--- config.mk ---
export PLATFORM = sky130hd
export DESIGN_NAME = spi_flash_ctrl
export DESIGN_NICKNAME = d
export VERILOG_FILES = /design/src/flash_pkg.sv /design/src/spi_flash_ctrl.sv /design/src/flash_capture.sv /design/src/flash_shifter.sv /design/src/flash_req_decode.sv
export SDC_FILE = /design/constraint.sdc
export NUM_CORES = 1
export LEC_CHECK = 0
export BUFFER_PORTS_ARGS = -buffer_cell sky130_fd_sc_hd__buf_2
export CORE_MARGIN = 3
export CORE_UTILIZATION = 50
export DETAILED_ROUTE_END_ITERATION = 10
export GPL_TIMING_DRIVEN = 0
export HOLD_SLACK_MARGIN = 0.1
export PLACE_DENSITY = 0.77
export SYNTH_ARGS = -nofsm -noshare
export SYNTH_HDL_FRONTEND = slang
export SYNTH_SLANG_ARGS = --single-unit
--- constraint.sdc ---
create_clock -name i_clk -period 3 [get_ports i_clk]
set_input_delay 0.45 -clock i_clk [delete_from_list [all_inputs] [get_ports i_clk]]
set_output_delay 0.45 -clock i_clk [all_outputs]
set_load 0.01 [all_outputs]
--- src/flash_pkg.sv ---
// Shared definitions for the SPI flash read controller
// Widths, the flash read command, serial bit counts and the request record
`default_nettype none

package flash_pkg;

	////////////////////////////////////////////////////////////
	// Widths
	////////////////////////////////////////////////////////////

	// One bus data word
	typedef logic [31:0] word_t;

	// One byte on the serial line
	typedef logic [7:0] spi_byte_t;

	// Flash byte address as it goes out on MOSI
	typedef logic [23:0] flash_addr_t;

	// Serial bit counter, room for a whole read and the tail cycle
	typedef logic [6:0] bit_count_t;

	////////////////////////////////////////////////////////////
	// Flash protocol constants
	////////////////////////////////////////////////////////////

	// Plain read, no dummy cycles
	localparam spi_byte_t FLASH_READ_CMD = 8'h03;

	// Command, address and data word
	localparam bit_count_t READ_BITS = 7'd64;
	// One raw byte through the control port
	localparam bit_count_t XFER_BITS = 7'd8;

	// Control word bit that releases chip select and ends user mode
	localparam int CFG_HOLD_BIT = 8;

	////////////////////////////////////////////////////////////
	// Request record
	////////////////////////////////////////////////////////////

	// Which bus port issued a request
	typedef enum logic {
		PORT_MEM = 1'b0,
		PORT_CFG = 1'b1
	} req_port_t;

	// Flash word read or raw control byte
	typedef enum logic {
		KIND_READ = 1'b0,
		KIND_XFER = 1'b1
	} req_kind_t;

	// One serial transfer handed from the decoder to the shifter
	typedef struct packed {
		req_port_t   port;
		req_kind_t   kind;
		flash_addr_t byte_addr;
		spi_byte_t   tx_byte;
		// Rounds the record up to whole bytes
		logic [5:0]  pad;
	} xfer_req_t;

endpackage

`default_nettype wire
--- src/spi_flash_ctrl.sv ---
// Low logic SPI flash read controller, top level
// Memory port reads the flash with 03h, control port sends raw bytes
`default_nettype none

module spi_flash_ctrl #(
	parameter int ADDR_W = 22
) (
	input  logic              i_clk,
	input  logic              i_reset,
	// Memory port
	input  logic              i_mem_stb,
	input  logic              i_mem_we,
	input  logic [ADDR_W-1:0] i_mem_addr,
	output logic              o_mem_stall,
	output logic              o_mem_ack,
	// Control port
	input  logic              i_cfg_stb,
	input  logic              i_cfg_we,
	input  flash_pkg::word_t  i_cfg_data,
	output logic              o_cfg_stall,
	output logic              o_cfg_ack,
	// Shared read data
	output flash_pkg::word_t  o_rdata,
	// SPI pins
	output logic              o_spi_cs_n,
	output logic              o_spi_sck,
	output logic              o_spi_mosi,
	input  logic              i_spi_miso
);
	import flash_pkg::*;

	// Decoder outputs
	logic      start;
	xfer_req_t req;
	logic      quick;
	req_port_t quick_port;
	logic      user_mode;
	// Shifter outputs
	logic      busy;
	logic      sample;
	logic      done;
	req_port_t done_port;

	flash_req_decode #(
		.ADDR_W(ADDR_W)
	) u_decode (
		.i_clk        (i_clk),
		.i_reset      (i_reset),
		.i_mem_stb    (i_mem_stb),
		.i_mem_we     (i_mem_we),
		.i_mem_addr   (i_mem_addr),
		.i_cfg_stb    (i_cfg_stb),
		.i_cfg_we     (i_cfg_we),
		.i_cfg_data   (i_cfg_data),
		.i_busy       (busy),
		.o_mem_stall  (o_mem_stall),
		.o_cfg_stall  (o_cfg_stall),
		.o_start      (start),
		.o_req        (req),
		.o_quick      (quick),
		.o_quick_port (quick_port),
		.o_user_mode  (user_mode)
	);

	flash_shifter u_shifter (
		.i_clk       (i_clk),
		.i_reset     (i_reset),
		.i_start     (start),
		.i_req       (req),
		.i_user_mode (user_mode),
		.o_busy      (busy),
		.o_sample    (sample),
		.o_done      (done),
		.o_done_port (done_port),
		.o_spi_cs_n  (o_spi_cs_n),
		.o_spi_sck   (o_spi_sck),
		.o_spi_mosi  (o_spi_mosi)
	);

	flash_capture u_capture (
		.i_clk        (i_clk),
		.i_reset      (i_reset),
		.i_spi_miso   (i_spi_miso),
		.i_sample     (sample),
		.i_done       (done),
		.i_done_port  (done_port),
		.i_quick      (quick),
		.i_quick_port (quick_port),
		.i_user_mode  (user_mode),
		.o_mem_ack    (o_mem_ack),
		.o_cfg_ack    (o_cfg_ack),
		.o_rdata      (o_rdata)
	);

endmodule

`default_nettype wire

--- src/flash_capture.sv ---
// Response capture for the SPI flash controller
// Shifts in MISO, forms the control word and raises the port acks
`default_nettype none

module flash_capture (
	input  logic                 i_clk,
	input  logic                 i_reset,
	input  logic                 i_spi_miso,
	// From the shifter
	input  logic                 i_sample,
	input  logic                 i_done,
	input  flash_pkg::req_port_t i_done_port,
	// From the decoder
	input  logic                 i_quick,
	input  flash_pkg::req_port_t i_quick_port,
	input  logic                 i_user_mode,
	// Bus responses
	output logic                 o_mem_ack,
	output logic                 o_cfg_ack,
	output flash_pkg::word_t     o_rdata
);
	import flash_pkg::*;

	word_t rx_word;
	word_t ctrl_word;
	logic  mem_hit;
	logic  cfg_hit;

	////////////////////////////////////////////////////////////
	// Read data
	////////////////////////////////////////////////////////////

	// MSB first, the last bit lands just before the ack
	always_ff @(posedge i_clk)
	begin
		if (i_sample)
			rx_word <= {rx_word[30:0], i_spi_miso};
	end

	// Hold bit set, received byte in the low bits
	always_comb
	begin
		ctrl_word               = '0;
		ctrl_word[CFG_HOLD_BIT] = 1'b1;
		ctrl_word[7:0]          = rx_word[7:0];
	end

	// In user mode both ports see the control word
	assign o_rdata = i_user_mode ? ctrl_word : rx_word;

	////////////////////////////////////////////////////////////
	// Acks
	////////////////////////////////////////////////////////////

	// Done and quick never coincide, only one request is in flight
	assign mem_hit = (i_done && (i_done_port == PORT_MEM))
		|| (i_quick && (i_quick_port == PORT_MEM));
	assign cfg_hit = (i_done && (i_done_port == PORT_CFG))
		|| (i_quick && (i_quick_port == PORT_CFG));

	always_ff @(posedge i_clk)
	begin
		if (i_reset)
		begin
			o_mem_ack <= 1'b0;
			o_cfg_ack <= 1'b0;
		end
		else
		begin
			o_mem_ack <= mem_hit;
			o_cfg_ack <= cfg_hit;
		end
	end

endmodule

`default_nettype wire

--- src/flash_shifter.sv ---
// Serial shift engine for the SPI flash controller
// Runs the bit counter, drives SCK, MOSI and chip select, marks MISO samples
`default_nettype none

module flash_shifter (
	input  logic                 i_clk,
	input  logic                 i_reset,
	// Request from the decoder
	input  logic                 i_start,
	input  flash_pkg::xfer_req_t i_req,
	input  logic                 i_user_mode,
	output logic                 o_busy,
	// Capture strobes
	output logic                 o_sample,
	output logic                 o_done,
	output flash_pkg::req_port_t o_done_port,
	// SPI pins
	output logic                 o_spi_cs_n,
	output logic                 o_spi_sck,
	output logic                 o_spi_mosi
);
	import flash_pkg::*;

	bit_count_t bit_cnt;
	word_t      tx_shift;
	req_port_t  port_q;

	////////////////////////////////////////////////////////////
	// Bit counter and serial clock
	////////////////////////////////////////////////////////////

	// Counts the clocked bits still to go
	always_ff @(posedge i_clk)
	begin
		if (i_reset)
			bit_cnt <= '0;
		else if (i_start)
			bit_cnt <= (i_req.kind == KIND_READ) ? READ_BITS : XFER_BITS;
		else if (bit_cnt != '0)
			bit_cnt <= bit_cnt - 1'b1;
	end

	// One SCK cycle per bit, the last one when the count reaches one
	always_ff @(posedge i_clk)
	begin
		if (i_reset)
			o_spi_sck <= 1'b0;
		else if (i_start)
			o_spi_sck <= 1'b1;
		else
			o_spi_sck <= (bit_cnt > bit_count_t'(1));
	end

	// Flash answers one cycle after each clocked bit
	always_ff @(posedge i_clk)
	begin
		if (i_reset)
			o_sample <= 1'b0;
		else
			o_sample <= o_spi_sck;
	end

	// Busy covers the clocked bits and the trailing sample
	assign o_busy = o_spi_sck || o_sample;
	// Last sample with the clock already stopped
	assign o_done = o_sample && !o_spi_sck;

	////////////////////////////////////////////////////////////
	// MOSI
	////////////////////////////////////////////////////////////

	// Read sends 03h and the address, a transfer sends its byte
	// Zeros backfill while the read word comes in
	always_ff @(posedge i_clk)
	begin
		if (i_start)
		begin
			if (i_req.kind == KIND_READ)
				tx_shift <= {FLASH_READ_CMD, i_req.byte_addr};
			else
				tx_shift <= {i_req.tx_byte, 24'h000000};
		end
		else if (o_spi_sck)
			tx_shift <= {tx_shift[30:0], 1'b0};
	end

	// MSB first
	assign o_spi_mosi = tx_shift[31];

	// Port that owns the ack at the end
	always_ff @(posedge i_clk)
	begin
		if (i_start)
			port_q <= i_req.port;
	end

	assign o_done_port = port_q;

	// Selected during a transfer and for as long as user mode lasts
	assign o_spi_cs_n = !(i_user_mode || o_busy);

endmodule

`default_nettype wire

--- src/flash_req_decode.sv ---
// Request decoder for the SPI flash controller
// Arbitrates the memory and control ports, keeps user mode, and issues
// serial transfers or immediate answers
`default_nettype none

module flash_req_decode #(
	parameter int ADDR_W = 22
) (
	input  logic                 i_clk,
	input  logic                 i_reset,
	// Memory port
	input  logic                 i_mem_stb,
	input  logic                 i_mem_we,
	input  logic [ADDR_W-1:0]    i_mem_addr,
	// Control port
	input  logic                 i_cfg_stb,
	input  logic                 i_cfg_we,
	input  flash_pkg::word_t     i_cfg_data,
	// Shifter status
	input  logic                 i_busy,
	output logic                 o_mem_stall,
	output logic                 o_cfg_stall,
	// Transfer request to the shifter
	output logic                 o_start,
	output flash_pkg::xfer_req_t o_req,
	// Immediate answer to the capture block
	output logic                 o_quick,
	output flash_pkg::req_port_t o_quick_port,
	output logic                 o_user_mode
);
	import flash_pkg::*;

	logic mem_accept;
	logic cfg_accept;
	logic mem_read;
	logic cfg_xfer;
	logic user_mode;

	////////////////////////////////////////////////////////////
	// Port arbitration
	////////////////////////////////////////////////////////////

	// Both ports wait while a transfer is on the wire
	assign o_mem_stall = i_busy;
	// Memory port has fixed priority over the control port
	assign o_cfg_stall = i_busy || i_mem_stb;

	// At most one of these is high in any cycle
	assign mem_accept = i_mem_stb && !o_mem_stall;
	assign cfg_accept = i_cfg_stb && !o_cfg_stall;

	// Flash is only read while chip select is ours
	assign mem_read = mem_accept && !i_mem_we && !user_mode;
	// Control write with the hold bit low clocks out one byte
	assign cfg_xfer = cfg_accept && i_cfg_we && !i_cfg_data[CFG_HOLD_BIT];

	// Anything else is answered on the next cycle
	assign o_start      = mem_read || cfg_xfer;
	assign o_quick      = (mem_accept || cfg_accept) && !o_start;
	assign o_quick_port = mem_accept ? PORT_MEM : PORT_CFG;

	////////////////////////////////////////////////////////////
	// Request record
	////////////////////////////////////////////////////////////

	always_comb
	begin
		o_req.port      = mem_accept ? PORT_MEM : PORT_CFG;
		o_req.kind      = mem_accept ? KIND_READ : KIND_XFER;
		// Word address to byte address, always aligned
		o_req.byte_addr = flash_addr_t'({i_mem_addr, 2'b00});
		o_req.tx_byte   = i_cfg_data[7:0];
		o_req.pad       = '0;
	end

	// User mode holds chip select low across control writes
	// and is left by a control write with the hold bit set
	always_ff @(posedge i_clk)
	begin
		if (i_reset)
			user_mode <= 1'b0;
		else if (cfg_accept && i_cfg_we)
			user_mode <= !i_cfg_data[CFG_HOLD_BIT];
	end

	assign o_user_mode = user_mode;

endmodule

`default_nettype wire

==> results.md, run 1 <==
* Outcome: completed
* Clock Sinks at 75
* Min Tclk post-route at 2590 ps
* Most common library cells after synthesis: 63 x edfxtp_1, 63 x nand2_1, 31 x nand3_1
* CP max FO at 39
* Residual DRC at 0
* Buf+Inv Stages, Crit Path at 0
* Biggest regs: u_capture.rx_word: 32 flops, u_shifter.tx_shift: 30 flops, u_shifter.bit_cnt: 7 flops
* Seq/Total Area, Yosys at 68.5%
* Top cell type's share of synthesized area at 60.8%
* Pwr per Cell Area at 925 mW/mm^2
* Library cells used by synthesis at 30
* Worst VDD drop at 0.000594 V
* Max Clk Rate at 0.386 GHz
* Min-delay src: i_spi_miso
* Area after DPL at 0.00359 sq mm
* Grt ovf at 0
* Synth area leaders: edfxtp_1 61%, dfxtp_1 7.7%, nand2_1 7.6%
* R2R cell count at 3
* HPWL after DPL at 4280 um
* Number of flops mapped to enable cells by yosys at 63
* FF-to-FF Start: u_shifter.o_sample
* Leak pwr at 1.61 nW
* Worst clock skew at 8.93 ps
* Die ar. at 0.00721 sq mm
* Mapped Avg Cell Area at 11.8 sq um
* Final Hold Fails at 0
* Clock Latency Late Sink at 340 ps
* RSZ-0062 raised after global routing: false
* GRT Util Overall at 17.2%
* MaxCap Viol Count at 0
* First-pass GRT wire length at 9650 um
* Inserted Clock Buffers at 9
* CP top delay family: simple AND/OR/NAND/NOR gates
* Ant diodes at 0
* Routed len/inst at 14.2 um
* Max FFs per register at 32
* Die W at 84.9 um
* Initial antenna violation count at 0
* Critical path endpoint category: flop
* Die height at 84.9 um
* Crit path required time at 2970 ps
* Port bufs at 76
* Synth area leader: edfxtp_1
* Starting DRT DRC Count at 139
* # setup viols final at 0
* Critical Path Stages at 3
* Final GP Congestion at 0.756
* Initial DRT Pass Iterations at 4
* Worst hold path cell count at 1
* Clock-pin slew on the worst setup and hold paths at 70 ps
* Syn nets at 326
* Pins Over Slew Limit at 0
* Crit share post-route at 86.3%
* Max incr delay on CP at 670 ps
* Relative slew slack at 44.8%
* Post-Syn Instances at 263
* WP data arrival at 2560 ps
* Vias at 2,182
* I/O pin count at 100
* Fill cells at 497
* Largest net degree at the start of global routing at 40
* Initial Util at 52.0%
* Worst Max-Slew Pin Slew at 828 ps
* Via/cell ratio at 5.07
* Reg2Reg Setup Slack at 410 ps
* Largest reg by FF count: u_capture.rx_word
* Main synth FF type: edfxtp_1
* CP cell instances: or3b_4 -> nor3_2 -> or3_2
* Synthesis-stage register bit count at 75
* Critical Path Start Type: flop
* Vias in the first global route at 2,104
* Nets@finish at 413
* Area Growth Syn to Fin at 22.0%
* Synthesized area at 0.00311 sq mm
* Core ar. at 0.00599 sq mm
* Hold Path Class: primary input to flop
* CTS root buf: clkbuf_8
* Row cnt at 28
* Post-CTS Hold Buffers at 0
* Slowest library cell on the worst path: or3_2
* Endpoint, Worst Hold: u_capture.rx_word[0]
* Post-route ant nets at 0
* Ys async rst share at 0%
* TritonCTS clock tree: done
* Share of cells above drive strength 1 at 31.5%
* Setup TNS at 0 ps
* FF-to-FF End: u_shifter.tx_shift[8]
* Yosys warnings at 0
* Final WL at 6090 um
* Clk buf depth at 2
* Htree depth at 3
* Critical path class: flop to flop
* Fin area at 0.00380 sq mm
-- logic make-up (layout without fill, tap and decap cells) --
| logic type | count (synthesis) | in the layout | synth area share (%) |
|---|---|---|---|
| xor+xnor | 3 | 3 | 0.844 |
| fa+ha+maj | 2 | 2 | 0.804 |
| compound gates | 12 | 12 | 2.25 |
| simple gates | 147 | 147 | 23.3 |
| buf+inv | 24 | 116 | 4.30 |
| flops | 75 | 75 | 68.5 |
-- per-layer routing --
metal,GRT usage (%),up-vias,routed length (um)
li1,-,1079,-
met4,6.47,0,66
met1,20.8,1058,2600
met5,0,-,0
met2,29.0,38,3210
met3,5.24,7,209
-- worst register-to-register path, stage by stage, from the launching register on --
cell and delay (ps):
dfxtp_2 580, or3b_4 540, nor3_2 430, or3_2 670
-- stage by stage --
stage / setup slack (ps) / hold slack (ps) / total power [mW] / util [%] / std cells
global route: 264 / 274 / 3.73 / 63.4 / 430
CTS: 348 / 277 / 3.54 / 63.4 / 430
finish: 411 / 293 / 3.51 / 63.4 / 430
global placement: -298 / 423 / 2.68 / 59.9 / 414
detailed placement: 41.2 / 431 / 2.73 / 59.9 / 414
floorplan: 295 / 417 / 2.40 / - / 263
-- layout by cell type, fill, tap and decap left out, drive strengths merged, types with 2 or more instances in the layout --
cell / instances
buf: 91
edfxtp: 63
clkbuf: 16
bufinv: 2
ha: 2
nand3b: 3
nand3: 31
nor2: 9
a21oi: 5
nor3: 4
nand2: 63
xor2: 2
nor2b: 24
o21ai: 3
clkinv: 3
dfxtp: 12
inv: 3
or3: 6
or2: 2
-- repair_timing --
action,4_1_cts,5_1_grt
buffers inserted,0,0
setup endpoints to repair,30,0
resized for setup,1,0
-- area by class of cell --
cell class	count	area (sq um)	share of cell area, %
clock buffer	10	128	3.36
sequential	75	2130	56.2
tap	75	93.8	2.47
multi-input combinational	164	848	22.3
buffer	21	123	3.23
inverter	3	11.3	0.297
timing repair buffer	76	380	10.0
clock inverter	6	80.1	2.11
-- where the power goes --
part,internal [mW],switching [mW],leakage [nW]
logic,0.376,0.509,0.809
clock network,0.462,0.346,0.101
registers,1.63,0.194,0.700
-- worst max-delay path by stage --
stage	from	end	slack, ps
final	u_shifter.o_sample	u_shifter.tx_shift[8]	410
after CTS	u_shifter.o_sample	u_shifter.tx_shift[22]	350
after global routing	u_shifter.o_sample	u_shifter.tx_shift[31]	260
after detailed placement	u_shifter.o_sample	u_shifter.tx_shift[14]	40
after global placement	u_shifter.o_sample	u_shifter.tx_shift[14]	-300
after floorplan	u_shifter.o_sample	u_shifter.tx_shift[10]	290
(Power assumes the default switching activity.)
==> run 2: changes to the inputs <==
==> constraint.sdc (replaced) <==
create_clock -name i_clk -period 3 [get_ports i_clk]
set_input_delay 0.15 -clock i_clk [delete_from_list [all_inputs] [get_ports i_clk]]
set_output_delay 0.15 -clock i_clk [all_outputs]
set_load 0.01 [all_outputs]
==> results.md, run 2 (synthesis gave the netlist of run 1 again) <==
* Post-route ant nets at 0
* Initial DRT Pass Iterations at 4
* Nets@finish at 445
* Most common cell after layout, fill and taps aside: buf_2
* CP max FO at 39
* Routed len/inst at 14.5 um
* Setup Buffers After CTS at 0
* Worst hold slack at 136 ps
* Max FFs per register at 32
* Worst VDD drop at 0.000596 V
* Clock-pin slew on the worst setup and hold paths at 70 ps
* WP data arrival at 2580 ps
* Starting DRT DRC Count at 178
* Relative slew slack at 44.5%
* Min Tclk post-route at 2610 ps
* Largest reg by FF count: u_capture.rx_word
* Core ar. at 0.00599 sq mm
* # setup viols final at 0
* Final Hold Fails at 0
* Most frequent cells in the layout: 81 x buf_2, 63 x nand2_1, 63 x edfxtp_1
* I/O pin count at 100
* Worst Max-Slew Pin Slew at 833 ps
* CTS root buf: clkbuf_8
* Grt ovf at 0
* Area Growth Syn to Fin at 32.3%
* Critical Path Start Type: flop
* Pins Over Slew Limit at 0
* HPWL after DPL at 4280 um
* Critical path class: flop to flop
* MaxCap Viol Count at 0
* Area after DPL at 0.00359 sq mm
* Clk buf depth at 2
* Worst setup slack after layout at 388 ps
* Pwr per Cell Area at 864 mW/mm^2
* TritonCTS clock tree: done
* Row cnt at 28
* Initial Util at 52.0%
* Critical path endpoint category: flop
* Vias in the first global route at 2,337
* Final core utilization at 68.7%
* Dpl ws at 41.2 ps
* Initial antenna violation count at 0
* Hold Path Class: primary input to flop
* Crit path required time at 2970 ps
* Die ar. at 0.00721 sq mm
* Vias at 2,312
* GRT Util Overall at 19.0%
* Port bufs at 76
* Largest net degree at the start of global routing at 40
* Outcome: completed
* Residual DRC at 0
* Pwr Total at 3.56 mW
* Clock Latency Late Sink at 340 ps
* Ant diodes at 0
* Via/cell ratio at 5.00
* Inserted Clock Buffers at 9
* Share of cells above drive strength 1 at 28.9%
* Die height at 84.9 um
* RSZ-0062 raised after global routing: false
* Clock Sinks at 75
* First-pass GRT wire length at 10,700 um
* Worst clock skew at 11.2 ps
* Max Clk Rate at 0.383 GHz
* Final WL at 6690 um
* Fin area at 0.00412 sq mm
* Die W at 84.9 um
* Biggest regs: u_capture.rx_word: 32 flops, u_shifter.tx_shift: 30 flops, u_shifter.bit_cnt: 7 flops
* Htree depth at 3
* Leak pwr at 1.74 nW
* Final GP Congestion at 0.756
* Crit share post-route at 87.1%
run 2: worst paths after layout:
path,start,cells after the start,slack [ps],end
setup / recovery,u_shifter.o_sample,3,390,u_shifter.tx_shift[25]
hold / removal,i_cfg_we,4,140,u_decode.o_user_mode
setup reg to reg,u_shifter.o_sample,3,390,u_shifter.tx_shift[25]
hold reg to reg,u_capture.rx_word[16],0,450,u_capture.rx_word[17]
run 2: cell type report:
| type | instances | area, sq um |
|---|---|---|
| sequential | 75 | 2130 |
| fill | 452 | 1870 |
| multi-input combinational | 164 | 848 |
| timing repair buffer | 108 | 701 |
| clock buffer | 10 | 128 |
| buffer | 21 | 123 |
| tap | 75 | 93.8 |
| clock inverter | 6 | 80.1 |
| inverter | 3 | 11.3 |
run 2: power breakdown:
group | switching [mW] | internal [mW]
Clock | 0.352 | 0.462
Sequential | 0.195 | 1.63
Combinational | 0.521 | 0.403
Total | 1.07 | 2.49
run 2: metal layers:
layer / vias up / global-route usage (%) / share of wire (%)
li1: 1142 / - / -
met1: 1097 / 22.1 / 41
met2: 64 / 32.6 / 54
met3: 9 / 5.83 / 4.1
met4: 0 / 8.20 / 1.4
met5: - / 0 / 0
run 2: critical path, stage by stage (launching register included):
cell     delay [ps]
dfxtp_2         580
or3b_4          540
nor3_2          440
or3_2           670
run 2: what timing repair did:
item | 4_1_cts | 5_1_grt
resized for setup | 1 | 0
hold endpoints to repair | 36 | 0
endpoints found under the setup margin | 30 | 0
hold buffers | 32 | 0
run 2: stage by stage:
stage               setup TNS (ps)  instances
floorplan                        0        263
global placement             -8920        414
detailed placement               0        414
CTS                              0        462
global route                     0        462
finish                           0        462
==> run 3: changes to the inputs <==
--- a/config.mk
+++ b/config.mk
@@ -7,11 +7,12 @@
 export LEC_CHECK = 0
 export BUFFER_PORTS_ARGS = -buffer_cell sky130_fd_sc_hd__buf_2
 export CORE_MARGIN = 3
-export CORE_UTILIZATION = 50
+export CORE_UTILIZATION = 54
 export DETAILED_ROUTE_END_ITERATION = 10
 export GPL_TIMING_DRIVEN = 0
 export HOLD_SLACK_MARGIN = 0.1
-export PLACE_DENSITY = 0.77
+export PLACE_DENSITY = 0.82
+export SKIP_CTS_REPAIR_TIMING = 1
 export SYNTH_ARGS = -nofsm -noshare
 export SYNTH_HDL_FRONTEND = slang
 export SYNTH_SLANG_ARGS = --single-unit
==> constraint.sdc (replaced) <==
create_clock -name i_clk -period 3.32 [get_ports i_clk]
set_input_delay 0.166 -clock i_clk [delete_from_list [all_inputs] [get_ports i_clk]]
set_output_delay 0.166 -clock i_clk [all_outputs]
set_load 0.01 [all_outputs]
==> results.md, run 3 (synthesis gave the netlist of run 1 again) <==
* Clock Sinks at 75
* Initial Util at 56.2%
* Grt ovf at 0
* Worst Max-Slew Pin Slew at 1220 ps
* Inserted Clock Buffers at 9
* Crit path required time at 3270 ps
* Clk buf depth at 2
* Area Growth Syn to Fin at 26.2%
* Routed len/inst at 14.4 um
* Hold Path Class: primary input to flop
* Via/cell ratio at 5.11
* Pwr per Cell Area at 787 mW/mm^2
* Leak pwr at 1.67 nW
* Die W at 81.9 um
* Vias at 2,270
* Most common cell after layout, fill and taps aside: buf_2
* CP max FO at 39
* Vias in the first global route at 2,016
* Nets@finish at 430
* Min Tclk post-route at 2970 ps
* Wl on met1 at 2660 um
* Initial DRT Pass Iterations at 4
* Worst clock skew at 15.4 ps
* Row cnt at 27
* Pwr Total at 3.09 mW
* Final GP Congestion at 0.754
* I/O pin count at 100
* TritonCTS clock tree: done
* Most frequent cells in the layout: 81 x buf_2, 63 x nand2_1, 63 x edfxtp_1
* Die height at 81.9 um
* Pins Over Slew Limit at 0
* Residual DRC at 0
* Reg2Reg Setup Slack at 350 ps
* Worst setup slack after layout at 353 ps
* HPWL after DPL at 4080 um
* GRT Util Overall at 19.2%
* Biggest regs: u_capture.rx_word: 32 flops, u_shifter.tx_shift: 30 flops, u_shifter.bit_cnt: 7 flops
* MaxCap Viol Count at 0
* Critical path class: flop to flop
* Clock Latency Late Sink at 350 ps
* First-pass GRT wire length at 9490 um
* Worst VDD drop at 0.000444 V
* Uppermost layer routed: met4
* Critical path endpoint category: flop
* Starting DRT DRC Count at 172
* Outcome: completed
* Max FFs per register at 32
* Dpl ws at 330 ps
* Largest net degree at the start of global routing at 40
* Final Hold Fails at 0
* Share of cells above drive strength 1 at 29.8%
* Post-route ant nets at 0
* Metal3 WL at 351 um
* Setup TNS at 0 ps
* Crit share post-route at 89.4%
* Port bufs at 76
* CTS root buf: clkbuf_8
* Critical Path Start Type: flop
* RSZ-0062 raised after global routing: false
* Core ar. at 0.00554 sq mm
* Area after DPL at 0.00358 sq mm
* Initial antenna violation count at 0
* Relative slew slack at 18.4%
* Max Clk Rate at 0.337 GHz
* Final WL at 6400 um
* Met2 WL post-DR at 3260 um
* Htree depth at 3
* Ant diodes at 0
* # setup viols final at 0
* WP data arrival at 2920 ps
* Clock-pin slew on the worst setup and hold paths at 70 ps
* Die ar. at 0.00671 sq mm
* Largest reg by FF count: u_capture.rx_word
* Fin area at 0.00393 sq mm
==> run 3: final timing paths <==
check,startpoint,endpoint,cells after the start
max,u_shifter.o_sample,u_shifter.tx_shift[24],3
min,i_cfg_data[1],u_shifter.tx_shift[25],3
max reg2reg,u_shifter.o_sample,u_shifter.tx_shift[24],3
min reg2reg,u_capture.rx_word[16],u_capture.rx_word[17],0
==> run 3: power by group <==
group          internal (mW)  switching (mW)  total (mW)  leakage [nW]
sequential              1.47           0.175        1.65         0.700
combinational          0.351           0.464       0.815         0.880
clock                  0.312           0.318       0.630        0.0867
==> run 3: layout make-up <==
type,count,area (sq um)
well taps,72,90.1
plain buffers,21,123
flip-flops and latches,75,2130
multi-input cells,164,847
fillers,402,1610
clock inverters,2,12.5
clock buffers,14,163
inverters,3,11.3
repair buffers,93,551
==> run 3: stage by stage <==
step / cells / utilization (%) / hold slack, ps
6_report: 444 / 70.9 / 82.6
5_1_grt: 444 / 70.9 / 100
4_1_cts: 427 / 67.9 / -12.2
3_5_place_dp: 411 / 64.7 / 345
3_3_place_gp: 411 / 64.7 / 343
2_1_floorplan: 263 / - / 235
==> run 3: metal layers <==
metal	vias up	track usage [%]
li1	1114	-
met3	11	6.80
met4	0	6.98
met5	-	0
met2	58	30.0
met1	1087	24.9
==> run 3: critical path, cell delays in order (launching register included) <==
cell and delay, ps:
dfxtp_2 580, or3b_4 530, nor3_2 440, or3_1 1010
